## config.mk

```make
export PLATFORM = sky130hd
export DESIGN_NAME = lru_tracker
export DESIGN_NICKNAME = d
export VERILOG_FILES = /design/src/design/cache_pkg.sv /design/src/design/lru_tracker.sv
export VERILOG_INCLUDE_DIRS = /design/src /design/src/include
export SDC_FILE = /design/constraint.sdc
export NUM_CORES = 1
export LEC_CHECK = 0
export BUFFER_PORTS_ARGS = -buffer_cell sky130_fd_sc_hd__buf_2
export CAP_MARGIN = 20
export CORE_MARGIN = 1
export CORE_UTILIZATION = 25
export DETAILED_ROUTE_END_ITERATION = 6
export GPL_TIMING_DRIVEN = 0
export PLACE_DENSITY = 0.42
export SLEW_MARGIN = 10
export SYNTH_ARGS = -nofsm -noshare
export SYNTH_HDL_FRONTEND = slang
export SYNTH_SLANG_ARGS = --single-unit
```

## constraint.sdc

```tcl
create_clock -name clk -period 1.7 [get_ports clk]
set_input_delay 0.17 -clock clk [delete_from_list [all_inputs] [get_ports clk]]
set_output_delay 0.17 -clock clk [all_outputs]
set_load 0.005 [all_outputs]
```

## src/include/cache_defines.svh

```systemverilog
// Cache geometry macros
// Address and word widths, line count and words per line
`ifndef CACHE_DEFINES_SVH
`define CACHE_DEFINES_SVH

// Byte address width
`define CACHE_ADDR_W 32

// CPU data word width
`define CACHE_WORD_W 32

// Number of fully associative lines
`define CACHE_LINES 4

// Words held by one line
`define CACHE_WORDS 4

`endif
```

## src/design/cache_pkg.sv

```systemverilog
// Cache types
// Address, word and line types, line metadata and the CPU and memory requests
`include "cache_defines.svh"

package cache_pkg;

  // Offset fields inside a byte address
  localparam int BYTE_OFF_W = $clog2(`CACHE_WORD_W / 8);
  localparam int WORD_OFF_W = $clog2(`CACHE_WORDS);
  localparam int OFFSET_W = BYTE_OFF_W + WORD_OFF_W;
  localparam int TAG_W = `CACHE_ADDR_W - OFFSET_W;

  typedef logic [`CACHE_ADDR_W-1:0] addr_t;
  typedef logic [`CACHE_WORD_W-1:0] word_t;
  typedef logic [TAG_W-1:0] tag_t;
  typedef logic [$clog2(`CACHE_LINES)-1:0] way_t;

  // Word 0 sits in the low bits
  typedef word_t [`CACHE_WORDS-1:0] line_t;

  typedef struct packed {
    logic valid;
    logic dirty;
    tag_t tag;
  } meta_t;

  // op is 1 for a read
  typedef struct packed {
    logic  op;
    logic  byte_op;
    addr_t address;
    word_t wdata;
  } cpu_req_t;

  // op is 1 for a write, address is line aligned
  typedef struct packed {
    logic  op;
    addr_t address;
    line_t line;
  } mem_req_t;

  typedef enum logic [2:0] {IDLE, LOOKUP, WRITEBACK, REFILL, DONE} ctrl_state_t;

endpackage

```

## src/design/lru_tracker.sv

```systemverilog
// LRU replacement state
// One age per line, the touched line becomes youngest and age 0 is the victim
`timescale 1ns/1ns
`include "cache_defines.svh"

module lru_tracker
  import cache_pkg::*;
(
  input  logic clk,
  input  logic reset,
  input  logic touch,
  input  way_t touch_way,
  output way_t victim
);

  way_t                    ages [`CACHE_LINES];
  logic [`CACHE_LINES-1:0] age_seen;

  always_ff @(posedge clk or posedge reset)
  begin
    if (reset)
    begin
      // Line 0 starts as the oldest
      for (int i = 0; i < `CACHE_LINES; i++)
      begin
        ages[i] <= way_t'(i);
      end
    end
    else if (touch)
    begin
      // Lines younger than the touched one move down by one
      for (int i = 0; i < `CACHE_LINES; i++)
      begin
        if (ages[i] > ages[touch_way])
          ages[i] <= ages[i] - 1'b1;
      end
      ages[touch_way] <= way_t'(`CACHE_LINES - 1);
    end
  end

  always_comb
  begin
    victim = '0;
    age_seen = '0;
    for (int i = 0; i < `CACHE_LINES; i++)
    begin
      if (ages[i] == '0)
        victim = way_t'(i);
      age_seen[ages[i]] = 1'b1;
    end
  end

  // Every age value must be held by exactly one line
  assert property (@(posedge clk) disable iff (reset) &age_seen)
    else $error("lru_tracker: ages are not a permutation (%b)", age_seen);

endmodule

```

==> summary.md <==
| Metric | Value |
|---|---|
| Skew-Pair Late Insertion Delay | `0.27 ns` |
| Setup CP Type | `reg -> reg` |
| Synth area leaders | `ha_1 20%, dfstp_2 15%, dfrtp_1 15%` |
| Vias in the first global route | `540` |
| Drt total wl | `1520 um` |
| # diodes | `0` |
| Mapped Nets | `86` |
| Layout cell share with drive strength beyond 1 | `44.3%` |
| YS warnings | `0` |
| Worst path slowest cell | `dfstp_2` |
| Actual slew at the worst max-slew pin | `0.325 ns` |
| Synthesized cell area | `679 um^2` |
| Pre-CTS setup slack | `-0.289 ns` |
| CTS root buf | `clkbuf_4` |
| Global route overflow | `0` |
| Period minus WS final | `between 1.5 and 2 ns` |
| Max Clk Rate | `529 MHz` |
| Synth Area in Adders | `between 20% and 30%` |
| Post-DP HPWL | `1090 um` |
| Max FFs per register | `8` |
| CP arrival | `2.07 ns` |
| Slew margin rel. | `78.3%` |
| Simple-Gate Fraction of Synth Area | `17.9%` |
| Outcome | `finished with violations` |
| Reg clk slew, reported paths | `0.07 ns` |
| Final Hold Viols | `0` |
| Via density | `around 4.6` |
| Die Ht | `~54 um` |
| Syn Area/Cell | `9.71 um^2` |
| Post-route worst setup slack | `-0.189 ns` |
| Share of the synthesized area in the top cell type | `20.3%` |
| Top reg by flops | `ages` |
| Compound-Gate Fraction of Synth Area | `12.7%` |
| Post-synthesis register bit count | `8` |
| Post-DRT Antenna Nets | `0` |
| Final setup viols | `8` |
| Core area | `2520 um^2` |
| Unrepaired setup endpoints after global routing | `yes` |
| Worst min path class | `in -> reg` |
| Initial DRC Count | `9` |
| Die X | `between 50 and 60 um` |
| P_leak | `0.449 nW` |
| Sequential fraction of the synthesis area | `30.2%` |
| Final period util | `111%` |
| Clock sink count | `8` |
| Flip-flop and latch area | `slightly above 200 um^2` |
| Fill cell count | `260` |
| Largest net degree at the start of global routing | `10` |
| CTS tree | `built` |
| Hold slack | `0.260 ns` |
| GP Congestion | `0.744` |
| Largest family of logic cells by synthesized area | `adder cells` |
| Worst Setup End Kind | `register` |
| Type of origin of the critical path | `register` |
| Final Slew Violations | `0` |
| # port buffers | `5` |
| Nets | `roughly 110` |
| Library cells used by synthesis | `21` |
| Vias | `548` |
| Clk_skew | `0.0159 ns` |
| Critical Path RT | `1.88 ns` |
| DRC | `0` |
| CP peak stage delay | `0.55 ns` |
| Global Route Usage Sum | `12.7%` |
| Synthesized instance count | `70` |
| Initial antenna violation count | `0` |
| DRT Pass-1 Iters | `4` |
| H-tree depth | `1` |
| Area of the multi-input gates | `between 500 and 600 um^2` |
| Initial core utilization | `26.9%` |
| Commonest cells after routing, fill and taps aside | `12 x nand2_1, 8 x inv_1, 7 x buf_4` |
| Leading registers by flop count | `ages x8` |
| Io pins | `7` |
| Xor/xnor share of the synthesized area | `5.16%` |
| CP Max Fanout | `4` |
| First-pass GRT wire length | `2500 um` |
| Pwr/cell area | `1910 nW/um^2` |
| Routed length per instance | `12.9 um` |
| Failing checks | `negative setup slack` |
| Cell taking the most area after synthesis | `ha_1` |
| Syn-to-layout area delta | `38.9%` |
| CP Cell Sequence | `mux4_2 > clkinv_4 > buf_6 > ha_4 > nor2b_4 > o211ai_4 > buf_4 > a31oi_1` |
| Mux cell area share after synthesis | `7.18%` |
| Commonest non-fill, non-tap cell in the layout | `nand2_1` |
| Max-cap violations | `0` |
| Std cell rows | `18` |
| Max VDD drop | `approximately 0.00086 V` |
| Die ar. | `2930 um^2` |
| CTS Buffer Depth | `2` |
| CTS Buf Count | `3` |
critical path: cells and delay by family (launching register included):
kind | cells | cell delay, ns
AO/OA/AOI/OAI | 2 | 0.21
buffers and inverters | 3 | 0.36
multiplexers | 1 | 0.27
flip-flops | 1 | 0.55
AND/OR/NAND/NOR | 1 | 0.15
adder cells (fa/ha/maj) | 1 | 0.25
per-layer routing:
| layer | track usage [%] | part of all wire (%) |
|---|---|---|
| met3 | 5.08 | 3.6 |
| met5 | 0 | 0 |
| met4 | 3.85 | 0 |
| met1 | 14.6 | 45 |
| met2 | 21.3 | 52 |
Yosys cell counts:
cell       count
xnor2_1        3
or2_2          1
dfstp_2        4
mux4_1         1
ha_1          11
o211ai_2       3
nor2b_1        4
nand3_1        2
a31oi_1        3
buf_4          1
nand3b_1       2
xor2_1         1
or3b_1         1
dfrtp_1        4
a21o_1         1
nand2_1       12
o211ai_1       1
nor2_1         3
o2111ai_2      1
mux4_2         1
inv_1         10
logic make-up (layout without fill, tap and decap cells):
| logic type | Yosys count | after routing |
|---|---|---|
| AND/OR/NAND/NOR | 25 | 25 |
| adder cells (fa/ha/maj) | 11 | 11 |
| buffers and inverters | 11 | 29 |
| AO/OA/AOI/OAI | 9 | 9 |
| flip-flops | 8 | 8 |
| XOR/XNOR | 4 | 4 |
| multiplexers | 2 | 2 |
through the flow:
stage / utilization, % / power (mW) / cell area [um^2] / setup TNS [ns] / instances
2_1_floorplan: - / 1.06 / 679 / -0.290 / 70
3_3_place_gp: 29.4 / 1.20 / 742 / -1.24 / 105
3_5_place_dp: 29.4 / 1.25 / 742 / -1.56 / 105
4_1_cts: 34.3 / 1.64 / 865 / -1.37 / 115
5_1_grt: 37.4 / 2.01 / 943 / -1.90 / 118
6_report: 37.4 / 1.80 / 943 / -1.12 / 118
path summary, 6_finish.rpt:
kind                       cells after the start         start  endpoint  slack, ns
max in group asynchronous                      3         reset   ages[1]       1.00
min reg2reg                                    2       ages[3]   ages[3]       0.53
max                                            8       ages[3]   ages[1]      -0.19
min                                            3  touch_way[1]   ages[0]       0.26
min in group asynchronous                      3         reset   ages[7]       0.39
max reg2reg                                    8       ages[3]   ages[1]      -0.19
final cells by class:
| class | instances | share of cell area [%] |
|---|---|---|
| multi-input combinational | 51 | 55.3 |
| sequential | 8 | 21.8 |
| timing repair buffer | 14 | 10.9 |
| inverter | 10 | 4.51 |
| tap | 30 | 3.98 |
| clock buffer | 4 | 2.79 |
| buffer | 1 | 0.796 |
where the power goes:
| part | total [mW] | switching (mW) | internal [mW] | leakage (nW) |
|---|---|---|---|---|
| registers | 0.361 | 0.0525 | 0.308 | 0.0849 |
| logic | 1.28 | 0.608 | 0.669 | 0.349 |
| clock network | 0.166 | 0.0761 | 0.0903 | 0.0150 |
| total | 1.80 | 0.736 | 1.07 | 0.449 |
timing repair:
item                                    4_1_cts  5_1_grt
endpoints found under the setup margin        8        9
setup buffers                                 5        4
pin swaps                                     8        9
gates resized for setup                      11       10
hold endpoints to repair                      4        0
hold buffers                                  1        0
No activity file was read; power rests on OpenSTA's default activity.
