`src/include/cache_defines.svh`:
```
// Cache geometry macros
// Address and word widths, line count and words per line
`ifndef CACHE_DEFINES_SVH
`define CACHE_DEFINES_SVH

// Byte address width
`define CACHE_ADDR_W 32

// CPU data word width
`define CACHE_WORD_W 32

// Number of fully associative lines
`define CACHE_LINES 4

// Words held by one line
`define CACHE_WORDS 4

`endif
```
`src/design/cache_pkg.sv`:
```
// Cache types
// Address, word and line types, line metadata and the CPU and memory requests
`include "cache_defines.svh"

package cache_pkg;

  // Offset fields inside a byte address
  localparam int BYTE_OFF_W = $clog2(`CACHE_WORD_W / 8);
  localparam int WORD_OFF_W = $clog2(`CACHE_WORDS);
  localparam int OFFSET_W = BYTE_OFF_W + WORD_OFF_W;
  localparam int TAG_W = `CACHE_ADDR_W - OFFSET_W;

  typedef logic [`CACHE_ADDR_W-1:0] addr_t;
  typedef logic [`CACHE_WORD_W-1:0] word_t;
  typedef logic [TAG_W-1:0] tag_t;
  typedef logic [$clog2(`CACHE_LINES)-1:0] way_t;

  // Word 0 sits in the low bits
  typedef word_t [`CACHE_WORDS-1:0] line_t;

  typedef struct packed {
    logic valid;
    logic dirty;
    tag_t tag;
  } meta_t;

  // op is 1 for a read
  typedef struct packed {
    logic  op;
    logic  byte_op;
    addr_t address;
    word_t wdata;
  } cpu_req_t;

  // op is 1 for a write, address is line aligned
  typedef struct packed {
    logic  op;
    addr_t address;
    line_t line;
  } mem_req_t;

  typedef enum logic [2:0] {IDLE, LOOKUP, WRITEBACK, REFILL, DONE} ctrl_state_t;

endpackage

```
`src/design/line_array.sv`:
```
// Per-line storage
// Register file of one entry per cache line with a single write port,
// every entry readable at once
`timescale 1ns/1ns
`include "cache_defines.svh"

module line_array
  import cache_pkg::*;
#(
  parameter type entry_t = line_t
) (
  input  logic   clk,
  input  logic   reset,
  input  logic   we,
  input  way_t   way,
  input  entry_t wdata,
  output entry_t entries [`CACHE_LINES]
);

  always_ff @(posedge clk or posedge reset)
  begin
    if (reset)
    begin
      for (int i = 0; i < `CACHE_LINES; i++)
      begin
        entries[i] <= '0;
      end
    end
    else if (we)
    begin
      entries[way] <= wdata;
    end
  end

endmodule

```
`config.mk`:
```
export PLATFORM = sky130hd
export DESIGN_NAME = line_array
export DESIGN_NICKNAME = d
export VERILOG_FILES = /design/src/design/cache_pkg.sv /design/src/design/line_array.sv
export VERILOG_INCLUDE_DIRS = /design/src /design/src/include
export SDC_FILE = /design/constraint.sdc
export NUM_CORES = 1
export LEC_CHECK = 0
export ABC_AREA = 1
export BUFFER_PORTS_ARGS = -buffer_cell sky130_fd_sc_hd__buf_4
export CORE_UTILIZATION = 30
export DETAILED_ROUTE_END_ITERATION = 10
export PLACE_DENSITY = 0.57
export SYNTH_ARGS = -nofsm -noshare
export SYNTH_HDL_FRONTEND = slang
export SYNTH_SLANG_ARGS = --single-unit
```
`constraint.sdc`:
```
create_clock -name clk -period 35.8 [get_ports clk]
set_input_delay 7.16 -clock clk [delete_from_list [all_inputs] [get_ports clk]]
set_output_delay 7.16 -clock clk [all_outputs]
set_load 0.01 [all_outputs]
```
==> results.py, run 1 <==
metrics = {
    "synthesis": {
        "avgSynthCellArea_um2": 9.20,
        "netlist_area_mm2": 0.0209,
        "synth_mux_area_share_pct": 0,
        "ys_seq_area_share_pct": 61.4,
        "syn_inst": 2269,
        "synth-adder-area-share_pct": 0,
        "yosys.area_share.simple_pct": 33.1,
        "synth_compound_area_share_pct": 0,
        "synth-xor-area-share_pct": 0,
        "synth-seq-cells": 512,
        "synth_top_family_by_area": "simple AND/OR/NAND/NOR gates",
        "synth_nets": 2402,
        "ys_warn_count": 0,
        "synth.distinct_cells": 10,
    },
    "clocking": {
        "cts_sinks": 512,
        "htreeDepth": 2,
        "clk_latency_ns": 0.60,
        "cts_max_path_buffers": 3,
        "post_cts_buffers": 0,
        "clk_pin_slew_ns": 0.06,
        "postCtsHoldBufs": 0,
        "cts_root_buffer": "clkbuf_16",
        "cts_tree": "built",
        "cts.repair.resized": 0,
        "cts-buffers-inserted": 56,
    },
    "outcome": {
        "status": "finished, final reports clean",
    },
    "timing": {
        "worst_pin_slew_ns": 1.13,
        "slew_headroom_pct": 24.7,
        "finalSetupTns_ns": 0,
        "fin_hold_ws_ns": 0.469,
        "fmax_mhz": 95.7,
        "finalHoldViolCount": 0,
        "setup_viol": 0,
        "drv_slew": 0,
        "grt_setup_unrepaired": "no",
        "clock_skew_ns": 0,
        "final.min_clock_period_ns": 10.45,
        "period_share_pct": 29.2,
    },
    "worst_setup_path": {
        "crit_arrival_ns": 11.12,
        "r2r-end": "entries[163]",
        "worstSetupEndpointType": "async pin",
        "r2r-start": "entries[163]",
        "worst-path-max-fanout": 93,
        "r2r_slack_ns": 35.11,
        "worst_r2r_path_depth": 2,
        "worstSetupPathType": "input port to async pin",
        "cp-start-kind": "input port",
        "critPathRequiredTime_ns": 36.47,
    },
    "power_and_ir_drop": {
        "ir_worst_vdd_mv": 0.0372,
        "leakage_nw": 14.9,
        "cellPowerDensity_mw_per_mm2": 60.3,
    },
    "global_routing": {
        "grt_pass1_wl_mm": 119,
        "grt_max_degree": 164,
        "grt_pass1_vias": 18500,
        "antenna_found_initial": 5,
        "grt_usage_pct": 21.7,
        "grt_overflow": 0,
    },
    "layout": {
        "largest_reg_flops": 512,
        "mostFrequentLayoutCell": "nand2_1",
        "reg_top3": "entries (512)",
        "drive_gt1_share_pct": 27.0,
        "fin_util_pct": 40.5,
        "fillers": 6914,
        "nets": 2915,
        "layout_common_cells": "nand2_1, buf_4, dfrtp_1",
        "syn2layout_area_growth_pct": 33.4,
        "top_register": "entries",
    },
    "floorplanning": {
        "die_y_um": 266,
        "die_w_um": 266,
        "core-area_mm2": 0.0687,
        "start_util_pct": 30.4,
        "die_area_mm2": 0.0706,
        "ios": 645,
        "row_count": 96,
    },
    "placement": {
        "globalplace.congestion": 0.856,
        "port_buffers": 644,
        "place_hpwl_mm": 50.5,
    },
    "worst_hold_path": {
        "hold_start": "entries[281]",
        "holdPathEnd": "entries[281]",
        "hold_depth": 2,
        "hold_path.class": "flop to flop",
    },
    "routing": {
        "wl_per_cell_um": 21.2,
        "drt_iter0_drc": 1621,
        "routed_wl_mm": 79.6,
        "drc": 0,
        "routed_via_density": 5.04,
        "num_vias": 18900,
        "detail-route-antenna-nets": 0,
        "drtPass1Iterations": 6,
    },
    "job": {
        "cap_violations": 0,
    },
}
[report_power, final]
group / internal [W] / switching (W) / leakage, nW
registers: 0.000671 / 0.0000570 / 6.39
clock network: 0.000337 / 0.000238 / 0.893
logic: 0.000163 / 0.000214 / 7.64
total: 0.00117 / 0.000508 / 14.9
[kinds of logic after synthesis]
family,Yosys count
buffers and inverters,216
and+or+nand+nor,1541
DFF,512
[synth_stat cells]
cell type     n  area [µm²]
buf_2       185         926
inv_1         1        3.75
nand4_1     384        2400
dfrtp_1     512       12800
nand3_1     131         656
clkbuf_1      3        11.3
nand2_1    1025        3850
inv_2         2        7.51
buf_4        25         188
nor2_4        1        11.3
[routing by layer]
layer,GRT usage (%),share of wire [%],up-vias
met3,4.44,7.0,178
met1,28.1,41,9374
met2,35.2,48,739
met4,9.51,4.6,2
li1,-,-,8655
met5,0,0.062,-
[layout make-up]
class | instances | area (µm²) | area share [%]
Multi-Input combinational cell | 1541 | 6960 | 25.0
Tap cell | 931 | 1160 | 4.19
Sequential cell | 512 | 12800 | 46.0
Inverter | 3 | 23.8 | 0.0854
Antenna cell | 3 | 7.51 | 0.0270
Timing Repair Buffer | 668 | 5050 | 18.1
Clock buffer | 86 | 1700 | 6.09
Clock inverter | 12 | 115 | 0.414
[worst max-delay path: stages]
cell and delay [ns]:
buf_4 0.13, inv_8 0.41, buf_4 0.85, buf_4 0.80, buf_4 0.84, buf_4 0.68
[worst max-delay path by stage]
stage           from            to  slack [ns]  cells past startpoint
3_3_place_gp   reset  entries[104]       24.67                      6
4_1_cts        reset   entries[27]       25.22                      6
3_5_place_dp   reset  entries[230]       24.56                      6
6_report       reset  entries[109]       25.35                      6
2_1_floorplan  reset    entries[0]       14.34                      1
5_1_grt        reset  entries[156]       24.76                      6
[metrics by stage]
stage | setup slack (ns) | instances | area [µm²] | total power (W)
after detailed placement | 24.56 | 3655 | 26000 | 0.00112
after CTS | 25.22 | 3753 | 27800 | 0.00170
final | 25.35 | 3756 | 27800 | 0.00168
after global placement | 24.67 | 3655 | 26000 | 0.00111
after global routing | 24.76 | 3756 | 27800 | 0.00175
after floorplan | 14.34 | 2269 | 20900 | 0.000885
No activity file was read; power rests on OpenSTA's default activity.
==> inputs of run 2 (changes only) <==
--- a/config.mk
+++ b/config.mk
@@ -6,11 +6,11 @@
 export SDC_FILE = /design/constraint.sdc
 export NUM_CORES = 1
 export LEC_CHECK = 0
-export ABC_AREA = 1
+export ABC_AREA = 0
 export BUFFER_PORTS_ARGS = -buffer_cell sky130_fd_sc_hd__buf_4
 export CORE_UTILIZATION = 30
 export DETAILED_ROUTE_END_ITERATION = 10
-export PLACE_DENSITY = 0.57
+export PLACE_DENSITY = 0.59
 export SYNTH_ARGS = -nofsm -noshare
 export SYNTH_HDL_FRONTEND = slang
 export SYNTH_SLANG_ARGS = --single-unit
==> constraint.sdc (replaced) <==
create_clock -name clk -period 9.4 [get_ports clk]
set_input_delay 1.88 -clock clk [delete_from_list [all_inputs] [get_ports clk]]
set_output_delay 1.88 -clock clk [all_outputs]
set_load 0.01 [all_outputs]
==> run 2 against run 1 <==
Sequential power increased to 3.9 times the previous value. Non-clock buffer count decreased by 12. Die area decreased by 8.7%. Critical path type is now input port to flop. Wire length decreased by 34%. Critical path depth decreased by 2. Total power increased to 3.9 times the previous value. Largest power group unchanged. Worst setup slack got worse by 19 ns. First-iteration DRC count decreased by 72%. Highest routed layer is now met4. Register-to-register slack got worse by 27 ns. Hold slack improved by 0.034 ns.
==> results.py, run 2 <==
metrics = {
    "timing": {
        "grt_setup_unrepaired": "no",
        "setup_viol": 0,
        "worst_pin_slew_ns": 1.14,
        "fin_hold_ws_ns": 0.503,
        "drv_slew": 0,
        "final.min_clock_period_ns": 3.45,
        "clock_skew_ns": 0,
        "slew_headroom_pct": 24.2,
        "period_share_pct": 36.7,
        "finalSetupTns_ns": 0,
        "fmax_mhz": 290,
        "finalHoldViolCount": 0,
    },
    "clocking": {
        "cts_tree": "built",
        "clk_pin_slew_ns": 0.06,
        "cts_root_buffer": "clkbuf_16",
        "cts.repair.resized": 0,
        "htreeDepth": 2,
        "clk_latency_ns": 0.58,
        "cts_max_path_buffers": 3,
        "post_cts_buffers": 0,
        "postCtsHoldBufs": 0,
        "cts_sinks": 512,
        "cts-buffers-inserted": 55,
    },
    "worst_setup_path": {
        "worstSetupPathType": "input port to flop",
        "slowest_delay_ns": 0.78,
        "cp_slowest_cell": "buf_4",
        "critPathLaunch": "we",
        "critPathMostFrequentCell": "buf_4",
        "crit_end": "entries[293]",
        "crit_arrival_ns": 3.91,
        "cp-start-kind": "input port",
        "worst-path-max-fanout": 59,
        "worst_r2r_path_depth": 1,
        "r2r_slack_ns": 8.57,
        "path_cells": "buf_4 > nand3b_1 > buf_4 > mux2_2",
        "critPathRequiredTime_ns": 9.86,
        "r2r-end": "entries[334]",
        "r2r-start": "entries[334]",
        "worstSetupEndpointType": "flop",
    },
    "synthesis": {
        "synthTopCellsByCount": "dfrtp_1, mux2_2, buf_4, buf_2, buf_6",
        "ys_warn_count": 0,
        "syn_inst": 1085,
        "ys_seq_area_share_pct": 67.3,
        "netlist_area_mm2": 0.0190,
        "synth_nets": 1218,
        "async_flop_share_pct": 100,
        "synth_top_cells_by_area": "dfrtp_1, mux2_2, buf_4, buf_6, buf_2",
        "synth_top_area_share_pct": 67.3,
        "synth_area_leader_cell": "dfrtp_1",
        "synth_ff_type": "dfrtp_1",
        "synth-seq-cells": 512,
        "synth-edff-count": 0,
        "avgSynthCellArea_um2": 17.5,
        "synth.distinct_cells": 9,
    },
    "placement": {
        "place_area_mm2": 0.0247,
        "place_hpwl_mm": 36.3,
        "port_buffers": 644,
        "globalplace.congestion": 0.766,
    },
    "power_and_ir_drop": {
        "ir_worst_vdd_mv": 0.162,
        "cellPowerDensity_mw_per_mm2": 247,
        "leakage_nw": 12.3,
        "total_power_w": 0.00653,
        "p_int_w": 0.00476,
        "p_comb_share_pct": 23.5,
        "p_seq_share_pct": 43.6,
        "p_clk_share_pct": 32.9,
        "power_switching_w": 0.00177,
        "p_sw_share_pct": 27.1,
    },
    "layout": {
        "reg_top3": "entries (512)",
        "syn2layout_area_growth_pct": 39.1,
        "fillers": 5761,
        "top_register": "entries",
        "antenna_cells": 0,
        "layout_common_cells": "buf_4, mux2_2, dfrtp_1",
        "largest_reg_flops": 512,
        "design_area_mm2": 0.0265,
        "mostFrequentLayoutCell": "buf_4",
        "nets": 1875,
        "fin_util_pct": 42.6,
        "drive_gt1_share_pct": 70.2,
    },
    "floorplanning": {
        "die_area_mm2": 0.0644,
        "ios": 645,
        "row_count": 91,
        "die_y_um": 254,
        "start_util_pct": 30.6,
        "die_w_um": 254,
        "core-area_mm2": 0.0622,
    },
    "global_routing": {
        "grt_usage_pct": 15.7,
        "grt_pass1_vias": 12500,
        "grt_pass1_wl_mm": 78.0,
        "antenna_found_initial": 0,
        "grt_max_degree": 171,
        "grt_overflow": 0,
    },
    "routing": {
        "drt_iter0_drc": 460,
        "met1_length_mm": 20.0,
        "drtPass1Iterations": 4,
        "route.met3.wl_mm": 4.34,
        "drc": 0,
        "top_layer": "met4",
        "wl_per_cell_um": 20.0,
        "detail-route-antenna-nets": 0,
        "dr_wl_met2_mm": 26.6,
        "routed_wl_mm": 52.4,
        "routed_via_density": 4.47,
        "num_vias": 11700,
    },
    "worst_hold_path": {
        "hold_depth": 1,
        "hold_path.class": "flop to flop",
    },
    "outcome": {
        "status": "finished, final reports clean",
    },
    "job": {
        "cap_violations": 0,
    },
}
==> run 2: cell count changes after synthesis, sizes merged, moves of 2 or more <==
cell	change
buf	-154
clkbuf	-3
inv	-2
mux2	+512
nand2	-1025
nand3	-130
nand3b	+2
nand4	-384
==> run 2: kinds of logic after synthesis <==
| kind of cell | after synthesis | synth area share (%) |
|---|---|---|
| simple gates | 4 | 0.171 |
| flops | 512 | 67.3 |
| buf+inv | 57 | 2.19 |
| mux | 512 | 30.3 |
==> run 2: how the worst min path moves through the flow <==
stage,startpoint,end,slack (ns)
4_1_cts,entries[299],entries[299],0.51
3_5_place_dp,entries[299],entries[299],0.49
2_1_floorplan,entries[128],entries[128],0.55
6_report,entries[33],entries[33],0.50
3_3_place_gp,entries[204],entries[204],0.49
5_1_grt,entries[287],entries[287],0.51
==> run 2: power by group through the flow <==
stage	Sequential, W	Combinational, W	Clock, W
floorplan	0.00306	0.000451	0
global placement	0.00287	0.00155	0
detailed placement	0.00288	0.00157	0
CTS	0.00285	0.00157	0.00221
global route	0.00290	0.00164	0.00230
finish	0.00285	0.00154	0.00215
==> run 2: stage by stage <==
step	instances	setup WS (ns)
finish	2623	5.95
global placement	2522	5.33
global route	2623	5.85
detailed placement	2522	5.28
CTS	2623	5.95
floorplan	1085	0.568
==> run 2: final cells by class <==
type                    instances  area, µm²  share of cell area (%)
flip-flops and latches        512      12800                    48.4
multi-input cells             516       5820                    22.0
repair buffers                656       4970                    18.8
clock buffers                  86       1640                    6.18
well taps                     837       1050                    3.96
clock inverters                15        165                   0.624
inverters                       1       7.51                  0.0284
==> run 2: layer usage <==
| metal | vias to the layer above | GRT usage [%] |
|---|---|---|
| li1 | 5166 | - |
| met1 | 6038 | 18.2 |
| met2 | 426 | 27.2 |
| met3 | 89 | 5.18 |
| met4 | 0 | 5.30 |
| met5 | - | 0 |
==> run 2: critical path: cells and delay by family <==
kind / cells / cell delay [ns]
mux: 1 / 0.42
buf+inv: 2 / 0.91
simple gates: 1 / 0.57
