## src/include/cache_defines.svh

```systemverilog
// Cache geometry macros
// Address and word widths, line count and words per line
`ifndef CACHE_DEFINES_SVH
`define CACHE_DEFINES_SVH

// Byte address width
`define CACHE_ADDR_W 32

// CPU data word width
`define CACHE_WORD_W 32

// Number of fully associative lines
`define CACHE_LINES 4

// Words held by one line
`define CACHE_WORDS 4

`endif
```

## src/design/cache_pkg.sv

```systemverilog
// Cache types
// Address, word and line types, line metadata and the CPU and memory requests
`include "cache_defines.svh"

package cache_pkg;

  // Offset fields inside a byte address
  localparam int BYTE_OFF_W = $clog2(`CACHE_WORD_W / 8);
  localparam int WORD_OFF_W = $clog2(`CACHE_WORDS);
  localparam int OFFSET_W = BYTE_OFF_W + WORD_OFF_W;
  localparam int TAG_W = `CACHE_ADDR_W - OFFSET_W;

  typedef logic [`CACHE_ADDR_W-1:0] addr_t;
  typedef logic [`CACHE_WORD_W-1:0] word_t;
  typedef logic [TAG_W-1:0] tag_t;
  typedef logic [$clog2(`CACHE_LINES)-1:0] way_t;

  // Word 0 sits in the low bits
  typedef word_t [`CACHE_WORDS-1:0] line_t;

  typedef struct packed {
    logic valid;
    logic dirty;
    tag_t tag;
  } meta_t;

  // op is 1 for a read
  typedef struct packed {
    logic  op;
    logic  byte_op;
    addr_t address;
    word_t wdata;
  } cpu_req_t;

  // op is 1 for a write, address is line aligned
  typedef struct packed {
    logic  op;
    addr_t address;
    line_t line;
  } mem_req_t;

  typedef enum logic [2:0] {IDLE, LOOKUP, WRITEBACK, REFILL, DONE} ctrl_state_t;

endpackage

```

## src/design/line_merge.sv

```systemverilog
// Line datapath
// Picks the addressed word or zero-extended byte out of a line and builds
// the line that results from a word or byte write
`timescale 1ns/1ns

module line_merge
  import cache_pkg::*;
(
  input  line_t    line,
  input  cpu_req_t req,
  output word_t    rdata,
  output line_t    merged_line
);

  logic [WORD_OFF_W-1:0] word_idx;
  logic [BYTE_OFF_W-1:0] byte_idx;
  word_t                 word_sel;
  logic [7:0]            byte_sel;
  word_t                 merged_word;

  assign word_idx = req.address[OFFSET_W-1:BYTE_OFF_W];
  assign byte_idx = req.address[BYTE_OFF_W-1:0];

  // Little-endian byte lanes
  assign word_sel = line[word_idx];
  assign byte_sel = word_sel[byte_idx*8 +: 8];

  assign rdata = req.byte_op ? {{($bits(word_t) - 8){1'b0}}, byte_sel} : word_sel;

  always_comb
  begin
    merged_word = word_sel;
    if (req.byte_op)
      merged_word[byte_idx*8 +: 8] = req.wdata[7:0];
    else
      merged_word = req.wdata;

    // Other words of the line stay as they were
    merged_line = line;
    merged_line[word_idx] = merged_word;
  end

endmodule

```

## config.mk

```make
export PLATFORM = sky130hd
export DESIGN_NAME = line_merge
export DESIGN_NICKNAME = d
export VERILOG_FILES = /design/src/design/cache_pkg.sv /design/src/design/line_merge.sv
export VERILOG_INCLUDE_DIRS = /design/src /design/src/include
export SDC_FILE = /design/constraint.sdc
export NUM_CORES = 1
export LEC_CHECK = 0
export BUFFER_PORTS_ARGS = -buffer_cell sky130_fd_sc_hd__buf_2
export CORE_AREA = 2 2 136 138
export DETAILED_ROUTE_END_ITERATION = 7
export DIE_AREA = 0 0 138 140
export PLACE_DENSITY_LB_ADDON = 0.12
export SETUP_SLACK_MARGIN = 0.05
export SYNTH_ARGS = -nofsm -noshare
export SYNTH_HDL_FRONTEND = slang
export SYNTH_SLANG_ARGS = --single-unit
```

## constraint.sdc

```tcl
create_clock -name vclk -period 2.55
set_input_delay 0.255 -clock vclk [all_inputs]
set_output_delay 0.255 -clock vclk [all_outputs]
set_load 0.02 [all_outputs]
```

==> summary.txt, run 1 <==
Status
  – Status: complete, no violations

STA
  – Final min period: 2.35 ns
  – Fin. max-slew vios: 0
  – RSZ-0062 raised after global routing: false
  – Tightest Pin Transition: 0.644 ns
  – Slew headroom: 0.569
  – Final period utilization: 0.921
  – F_max: 426 MHz
  – Hold Fails Final Rpt: 0
  – Setup TNS: 0 ns
  – Setup Viol. Count Final: 0

Floorplan
  – Overall die height: 140 um
  – Die ar.: 19300 um^2
  – Die W: 138 um
  – Core area: 17800 um^2
  – Initial Utilization: 0.195
  – IO Pins: 354
  – Row count: 49

Finish
  – Final #Nets: 1017
  – Most frequent cells in the layout: buf_2, nand2_1, o21ai_0
  – Clock buffer cells: 0
  – Layout fillers: 2027
  – Commonest non-fill, non-tap cell in the layout: buf_2
  – Area Overhead vs Synth: 60.1%
  – Area of the multi-input gates: 3320 um^2
  – Design Area, Final: 5540 um^2
  – Seq. cell area: 0 um^2
  – Share of cells above drive strength 1: 0.539
  – Inserted Diodes: 0
  – Final cell count without fillers: 1045
  – Number of sequential cells: 0

Synthesis
  – Largest family of logic cells by synthesized area: compound AO/OA/AOI/OAI gates
  – Synth Cell Area: 3460 um^2
  – Post-synthesis mux area share: 0.248
  – Synthesized Nets: 712
  – Part of the Yosys area used for sequential elements: 0
  – Ys Warns: 0
  – Xor and xnor fraction of the mapped netlist area: 0
  – Cell count after synthesis: 513
  – Avg Inst Size Synth: 6.74 um^2
  – Distinct cells, synth: 44
  – Synth Area in Adders: 0.0181
  – Synth Area in Simple Gates: 0.270
  – Complex-gate fraction of the synthesized area: 0.386

Place
  – Port Buffers: 325
  – Placer Congestion: 0.812
  – Final HPWL DP: 17.4 mm
  – Dpl cells: 1045
  – Placed inst area: 5530 um^2

Pwr
  – Clock Power Share: 0
  – Peak supply drop: 87.3 uV
  – PwrDens: 263 nW/um^2
  – Total power: 1.46 mW
  – P_int: 548 uW
  – Sequential share of power: 0
  – Comb power frac: 1.000
  – Sw Share: 0.624
  – Psw: 910 uW
  – Total leakage power: 2.79 nW

Route
  – WL/cell: 20.0 um
  – Drt via density: 5.00
  – Residual DRC: 0
  – Initial drt markers: 307
  – Via count: 5222
  – Routed WL: 20.9 mm
  – Router iterations before antenna repair: 5
  – Routed Antenna Nets: 0

Global routing
  – Antenna violations before repair: 0
  – Largest net degree at the start of global routing: 38
  – Vias in the first global route: 5061
  – Gr ovfl total: 0
  – Global-route wire length before repair: 31.0 mm
  – Global Route Usage Sum: 0.201

Worst hold path
  – Hold path start: line[110]
  – Hold/Removal Path Class: primary input to primary output

Setup path
  – Setup crit start: req[34]
  – CP Capture Type: primary output
  – Startpoint types: primary input
  – Arr. time, crit path: 2.09 ns
  – Worst EP required: 2.30 ns
  – CP max FO: 17
  – Critical path class: primary input to primary output

Clock tree
  – # hold bufs at CTS: 0

Run
  – Max-cap viol count: 0
-- per-layer routing --
metal,track usage,share of wire,wire length (um)
met1,0.258,0.42,8810
met2,0.366,0.50,10500
met3,0.0366,0.068,1420
met4,0.0183,0.011,220
met5,0,0,0
-- cell families after synthesis --
| logic type | Yosys count |
|---|---|
| buffers and inverters | 58 |
| and+or+nand+nor | 207 |
| adders and majority gates | 5 |
| AOI/OAI and AO/OA | 200 |
| muxes | 43 |
-- critical path, stage by stage --
cell and delay, ns:
buf_2 0.13, buf_12 0.19, mux4_2 0.59, a32o_1 0.24, nor2_1 0.35, o31ai_2 0.13
buf_2 0.17
-- power by group through the flow --
stage / registers [mW] / logic [mW] / clock network (mW)
CTS: 0 / 1.47 / 0
global placement: 0 / 1.47 / 0
global route: 0 / 1.58 / 0
detailed placement: 0 / 1.47 / 0
finish: 0 / 1.46 / 0
floorplan: 0 / 0.877 / 0
-- layout make-up --
type               instances  share of cell area
inverters                  8             0.00542
repair buffers           353               0.343
multi-input cells        455               0.600
well taps                229              0.0517
-- per-stage QoR --
step,util,hold WS [ns],setup WS [ns]
after global routing,0.311,0.864,0.0986
after global placement,0.311,0.846,0.146
after floorplan,-,0.650,-0.0238
final,0.311,0.840,0.202
after CTS,0.311,0.846,0.145
after detailed placement,0.311,0.847,0.147
-- timing repair --
action | 4_1_cts | 5_1_grt
setup buffers | 0 | 0
gates resized for setup | 0 | 2
setup endpoints to repair | 0 | 17
-- worst paths after layout --
path          endpoint  slack [ns]  cells after the start
max    merged_line[19]        0.20                      7
min   merged_line[110]        0.84                      4
-- synthesized netlist by cell type (3+ instances only) --
cell type,count,area (um^2)
nor2b_1,8,50.1
clkbuf_1,19,71.3
mux4_1,5,131
a211oi_1,3,22.5
nor4_1,3,18.8
o21ai_1,15,75.1
a31o_2,4,35.0
mux2i_1,5,50.1
mux2_2,6,67.6
nand4_1,4,25.0
inv_1,7,26.3
a2111oi_0,3,26.3
nand2b_1,4,25.0
a21oi_1,6,30.0
o21ai_0,84,420
buf_2,15,75.1
and2_1,24,150
buf_1,10,37.5
a31oi_1,4,25.0
o2bb2ai_1,4,35.0
o32ai_1,5,43.8
ha_1,5,62.6
nand2_1,139,522
a22oi_1,8,60.1
nor2_2,5,31.3
a221o_1,12,120
mux4_2,27,608
a32o_1,7,70.1
nor2_1,14,52.6
o22ai_1,3,18.8
a22o_1,3,26.3
o21ai_2,10,87.6
o31ai_1,28,210
Power figures use the tool's default switching activity.
==> inputs of run 2 (changes only) <==
PLACE_DENSITY_LB_ADDON = 0.15   (was 0.12)
==> summary.txt, run 2 (same netlist as run 1, synthesis figures left out) <==
Global routing
  – Global Route Usage Sum: 0.206 (+0.00411)
  – Global-route wire length before repair: 31.5 mm (+1.7%)
  – Antenna violations before repair: 0 (unchanged)
  – Vias in the first global route: 5077 (+0.32%)
  – Largest net degree at the start of global routing: 53 (+39%)
  – Gr ovfl total: 0 (unchanged)

Place
  – Placer Congestion: 0.798 (-1.8%)
  – Post-Place Setup Slack: 0.168 ns (+0.0208 ns)
  – Port Buffers: 325 (unchanged)
  – Final HPWL DP: 17.5 mm (+0.48%)

Floorplan
  – Core area: 17800 um^2 (unchanged)
  – Row count: 49 (unchanged)
  – IO Pins: 354 (unchanged)
  – Initial Utilization: 0.195 (unchanged)
  – Die W: 138 um (unchanged)
  – Overall die height: 140 um (unchanged)
  – Die ar.: 19300 um^2 (unchanged)

Status
  – Status: complete, no violations

Pwr
  – Total power: 1.46 mW (about the same)
  – PwrDens: 262 nW/um^2 (-0.56%)
  – Peak supply drop: 85.4 uV (-2.2%)
  – Total leakage power: 2.81 nW (+0.68%)

STA
  – RSZ-0062 raised after global routing: false
  – Final period utilization: 0.926 (+0.00529)
  – Fin. max-slew vios: 0 (unchanged)
  – F_max: 423 MHz (-0.57%)
  – Setup WS post-layout: 0.188 ns (-0.0135 ns)
  – Hold Fails Final Rpt: 0 (unchanged)
  – Tightest Pin Transition: 0.623 ns (-0.0207 ns)
  – Setup Viol. Count Final: 0 (unchanged)
  – Final min period: 2.36 ns (+0.0135 ns)
  – Slew headroom: 0.583 (+0.0139)

Finish
  – Seq. cell area: 0 um^2 (unchanged)
  – Number of sequential cells: 0 (unchanged)
  – Most frequent cells in the layout: buf_2, nand2_1, o21ai_0
  – Final #Nets: 1019 (+0.20%)
  – Share of cells above drive strength 1: 0.539 (about the same)
  – Layout fillers: 2059 (+1.6%)
  – Clock buffer cells: 0 (unchanged)
  – Commonest non-fill, non-tap cell in the layout: buf_2
  – Area Overhead vs Synth: 60.8%
  – Inserted Diodes: 0 (unchanged)
  – Area of the multi-input gates: 3320 um^2 (about the same)

Route
  – Drt via density: 4.93 (-1.3%)
  – Residual DRC: 0 (unchanged)
  – Routed Antenna Nets: 0 (unchanged)
  – Via count: 5165 (-1.1%)
  – Router iterations before antenna repair: 5 (unchanged)
  – Initial drt markers: 201 (-35%)
  – Routed WL: 21.2 mm (+1.5%)
  – WL/cell: 20.3 um (+1.3%)

Setup path
  – CP Capture Type: primary output
  – Startpoint types: primary input
  – Critical path class: primary input to primary output
  – Worst EP required: 2.30 ns (about the same)
  – Arr. time, crit path: 2.11 ns (+0.02 ns)
  – CP max FO: 22 (+5)

Worst hold path
  – Hold/Removal Path Class: primary input to primary output
  – Min-Delay Path Depth: 4 (unchanged)

Run
  – Max-cap viol count: 0 (unchanged)

Clock tree
  – Post-CTS Setup Inserts: 0 (unchanged)
[run 2: cell count changes in the layout (fill, tap and decap cells not counted), sizes merged]
cell  previous run  this run
buf            353       355
[run 2: repair_timing]
item | 4_1_cts | 5_1_grt
setup endpoints to repair | 0 | 4
resized for setup | 0 | 1
hold buffers | 0 | 0
[run 2: layer usage]
metal	share of wire	global-route usage	up-vias
met4	0.0034	0.00537	0
met2	0.52	0.386	200
met3	0.059	0.0328	6
li1	-	-	2554
met1	0.42	0.261	2405
met5	0	0	-
[run 2: metrics by stage]
stage / hold WS [ns] / utilization / cells / TNS [ns] / cell area, um^2
after global placement: 0.847 / 0.313 / 1047 / 0 / 5560
after floorplan: 0.650 / - / 513 / -0.0837 / 3580
after detailed placement: 0.846 / 0.313 / 1047 / 0 / 5560
after global routing: 0.864 / 0.313 / 1047 / 0 / 5560
after CTS: 0.846 / 0.313 / 1047 / 0 / 5560
final: 0.842 / 0.313 / 1047 / 0 / 5560
[run 2: final timing paths]
path  startpoint              end  slack, ns
max      req[34]         rdata[1]       0.19
min     line[66]  merged_line[66]       0.84
[run 2: critical path, stage by stage]
cell	delay [ns]
buf_2	0.21
buf_12	0.23
mux4_1	0.66
o32ai_1	0.45
a21oi_1	0.08
buf_2	0.20
[run 2: cell type report]
cell class | instances | share of cell area
multi-input combinational | 455 | 0.597
timing repair buffer | 355 | 0.346
tap | 229 | 0.0515
inverter | 8 | 0.00540
[run 2: report_power, final]
group / total (mW) / switching [mW] / internal (mW)
Sequential: 0 / 0 / 0
Clock: 0 / 0 / 0
Combinational: 1.46 / 0.906 / 0.551
==> inputs of run 3 (changes only) <==
ABC_CLOCK_PERIOD_IN_PS = 2550   (was default)
MAX_ROUTING_LAYER = met4   (was default)
==> summary.txt, run 3 (same netlist as run 1, synthesis figures left out) <==
Route
  – WL/cell: 20.4 um (+0.31%)
  – Router iterations before antenna repair: 5 (unchanged)
  – Drt via density: 4.96 (+0.62%)
  – Initial drt markers: 218 (+8.5%)
  – Via count: 5197 (+0.62%)
  – Routed WL: 21.3 mm (+0.31%)
  – Routed Antenna Nets: 0 (unchanged)
  – Residual DRC: 0 (unchanged)

Finish
  – Share of cells above drive strength 1: 0.539 (unchanged)
  – Area of the multi-input gates: 3320 um^2 (unchanged)
  – Inserted Diodes: 0 (unchanged)
  – Final #Nets: 1019 (unchanged)
  – Seq. cell area: 0 um^2 (unchanged)
  – Layout fillers: 2059 (unchanged)
  – Area Overhead vs Synth: 60.8% (unchanged)
  – Commonest non-fill, non-tap cell in the layout: buf_2
  – Number of sequential cells: 0 (unchanged)
  – Final cell count without fillers: 1047 (unchanged)
  – Clock buffer cells: 0 (unchanged)
  – Most frequent cells in the layout: buf_2, nand2_1, o21ai_0

Floorplan
  – Core area: 17800 um^2 (unchanged)
  – Row count: 49 (unchanged)
  – Die W: 138 um (unchanged)
  – Initial Utilization: 0.195 (unchanged)
  – IO Pins: 354 (unchanged)
  – Die ar.: 19300 um^2 (unchanged)
  – Overall die height: 140 um (unchanged)

Run
  – Max-cap viol count: 0 (unchanged)

Setup path
  – CP max FO: 22 (unchanged)
  – Most frequent CP cell: buf_2
  – Arr. time, crit path: 2.10 ns (about the same)
  – Worst path slowest cell: mux4_1
  – Startpoint types: primary input
  – Worst EP required: 2.30 ns (about the same)
  – Crit path cell chain: buf_2, buf_12, mux4_1, o32ai_1, a21oi_1, buf_2
  – CP Capture Type: primary output
  – Crit-path max cell delay: 0.66 ns (about the same)
  – Critical path class: primary input to primary output
  – Setup crit start: req[34]

Place
  – Dpl cells: 1047 (unchanged)
  – Placer Congestion: 0.809 (+1.4%)
  – Final HPWL DP: 17.5 mm (unchanged)
  – Post-Place Setup Slack: 0.168 ns (unchanged)
  – Port Buffers: 325 (unchanged)

Pwr
  – Total leakage power: 2.81 nW (unchanged)
  – Peak supply drop: 85.4 uV (about the same)
  – PwrDens: 262 nW/um^2 (+0.12%)

Worst hold path
  – Hold path start: line[66]
  – Hold/Removal Path Class: primary input to primary output

STA
  – Fin. max-slew vios: 0 (unchanged)
  – Setup TNS: 0 ns (unchanged)
  – Final period utilization: 0.924 (-0.00177)
  – Tightest Pin Transition: 0.625 ns (+0.00187 ns)
  – Setup WS post-layout: 0.193 ns (+0.00452 ns)
  – F_max: 424 MHz (+0.19%)
  – Slew headroom: 0.582 (-0.00125)
  – Hold Fails Final Rpt: 0 (unchanged)
  – Final min period: 2.36 ns (-0.00452 ns)
  – RSZ-0062 raised after global routing: false
  – Setup Viol. Count Final: 0 (unchanged)

Status
  – Status: complete, no violations

Global routing
  – Vias in the first global route: 5106 (+0.57%)
  – Global Route Usage Sum: 0.211 (+0.00567)
  – Global-route wire length before repair: 31.4 mm (-0.39%)
  – Gr ovfl total: 0 (unchanged)
  – Largest net degree at the start of global routing: 53 (unchanged)
  – Antenna violations before repair: 0 (unchanged)

Clock tree
  – # hold bufs at CTS: 0 (unchanged)
[run 3: final timing paths]
kind | end | slack [ns] | cells after the start
worst max-delay path | rdata[1] | 0.19 | 6
worst min-delay path | merged_line[66] | 0.84 | 4
[run 3: power by group]
group	internal, mW	switching, mW	total (mW)
clock	0	0	0
sequential	0	0	0
combinational	0.551	0.908	1.46
total	0.551	0.908	1.46
[run 3: metrics by stage]
| step | power, mW | hold WS, ns | util | cell area (um^2) |
|---|---|---|---|---|
| 4_1_cts | 1.48 | 0.846 | 0.313 | 5560 |
| 2_1_floorplan | 0.877 | 0.650 | - | 3580 |
| 3_3_place_gp | 1.47 | 0.847 | 0.313 | 5560 |
| 5_1_grt | 1.58 | 0.864 | 0.313 | 5560 |
| 3_5_place_dp | 1.47 | 0.846 | 0.313 | 5560 |
| 6_report | 1.46 | 0.842 | 0.313 | 5560 |
[run 3: timing repair]
action,4_1_cts,5_1_grt
endpoints found under the hold margin,0,0
setup buffers,0,0
endpoints found under the setup margin,0,4
gates resized for setup,0,1
[run 3: worst max-delay path: cells and delay by family]
family	cells	cell delay, ns
multiplexers	1	0.66
buffers and inverters	3	0.64
AO/OA/AOI/OAI	2	0.53
[run 3: final cells by class]
| type | instances | share of cell area |
|---|---|---|
| well taps | 229 | 0.0515 |
| multi-input cells | 455 | 0.597 |
| repair buffers | 355 | 0.346 |
| inverters | 8 | 0.00540 |
[run 3: metal layers]
layer | GRT usage | vias to the layer above | routed length (um)
li1 | - | 2548 | -
met1 | 0.267 | 2446 | 9230
met2 | 0.386 | 197 | 11000
met3 | 0.0202 | 6 | 1030
met4 | 0.00698 | 0 | 72
met5 | - | - | 0
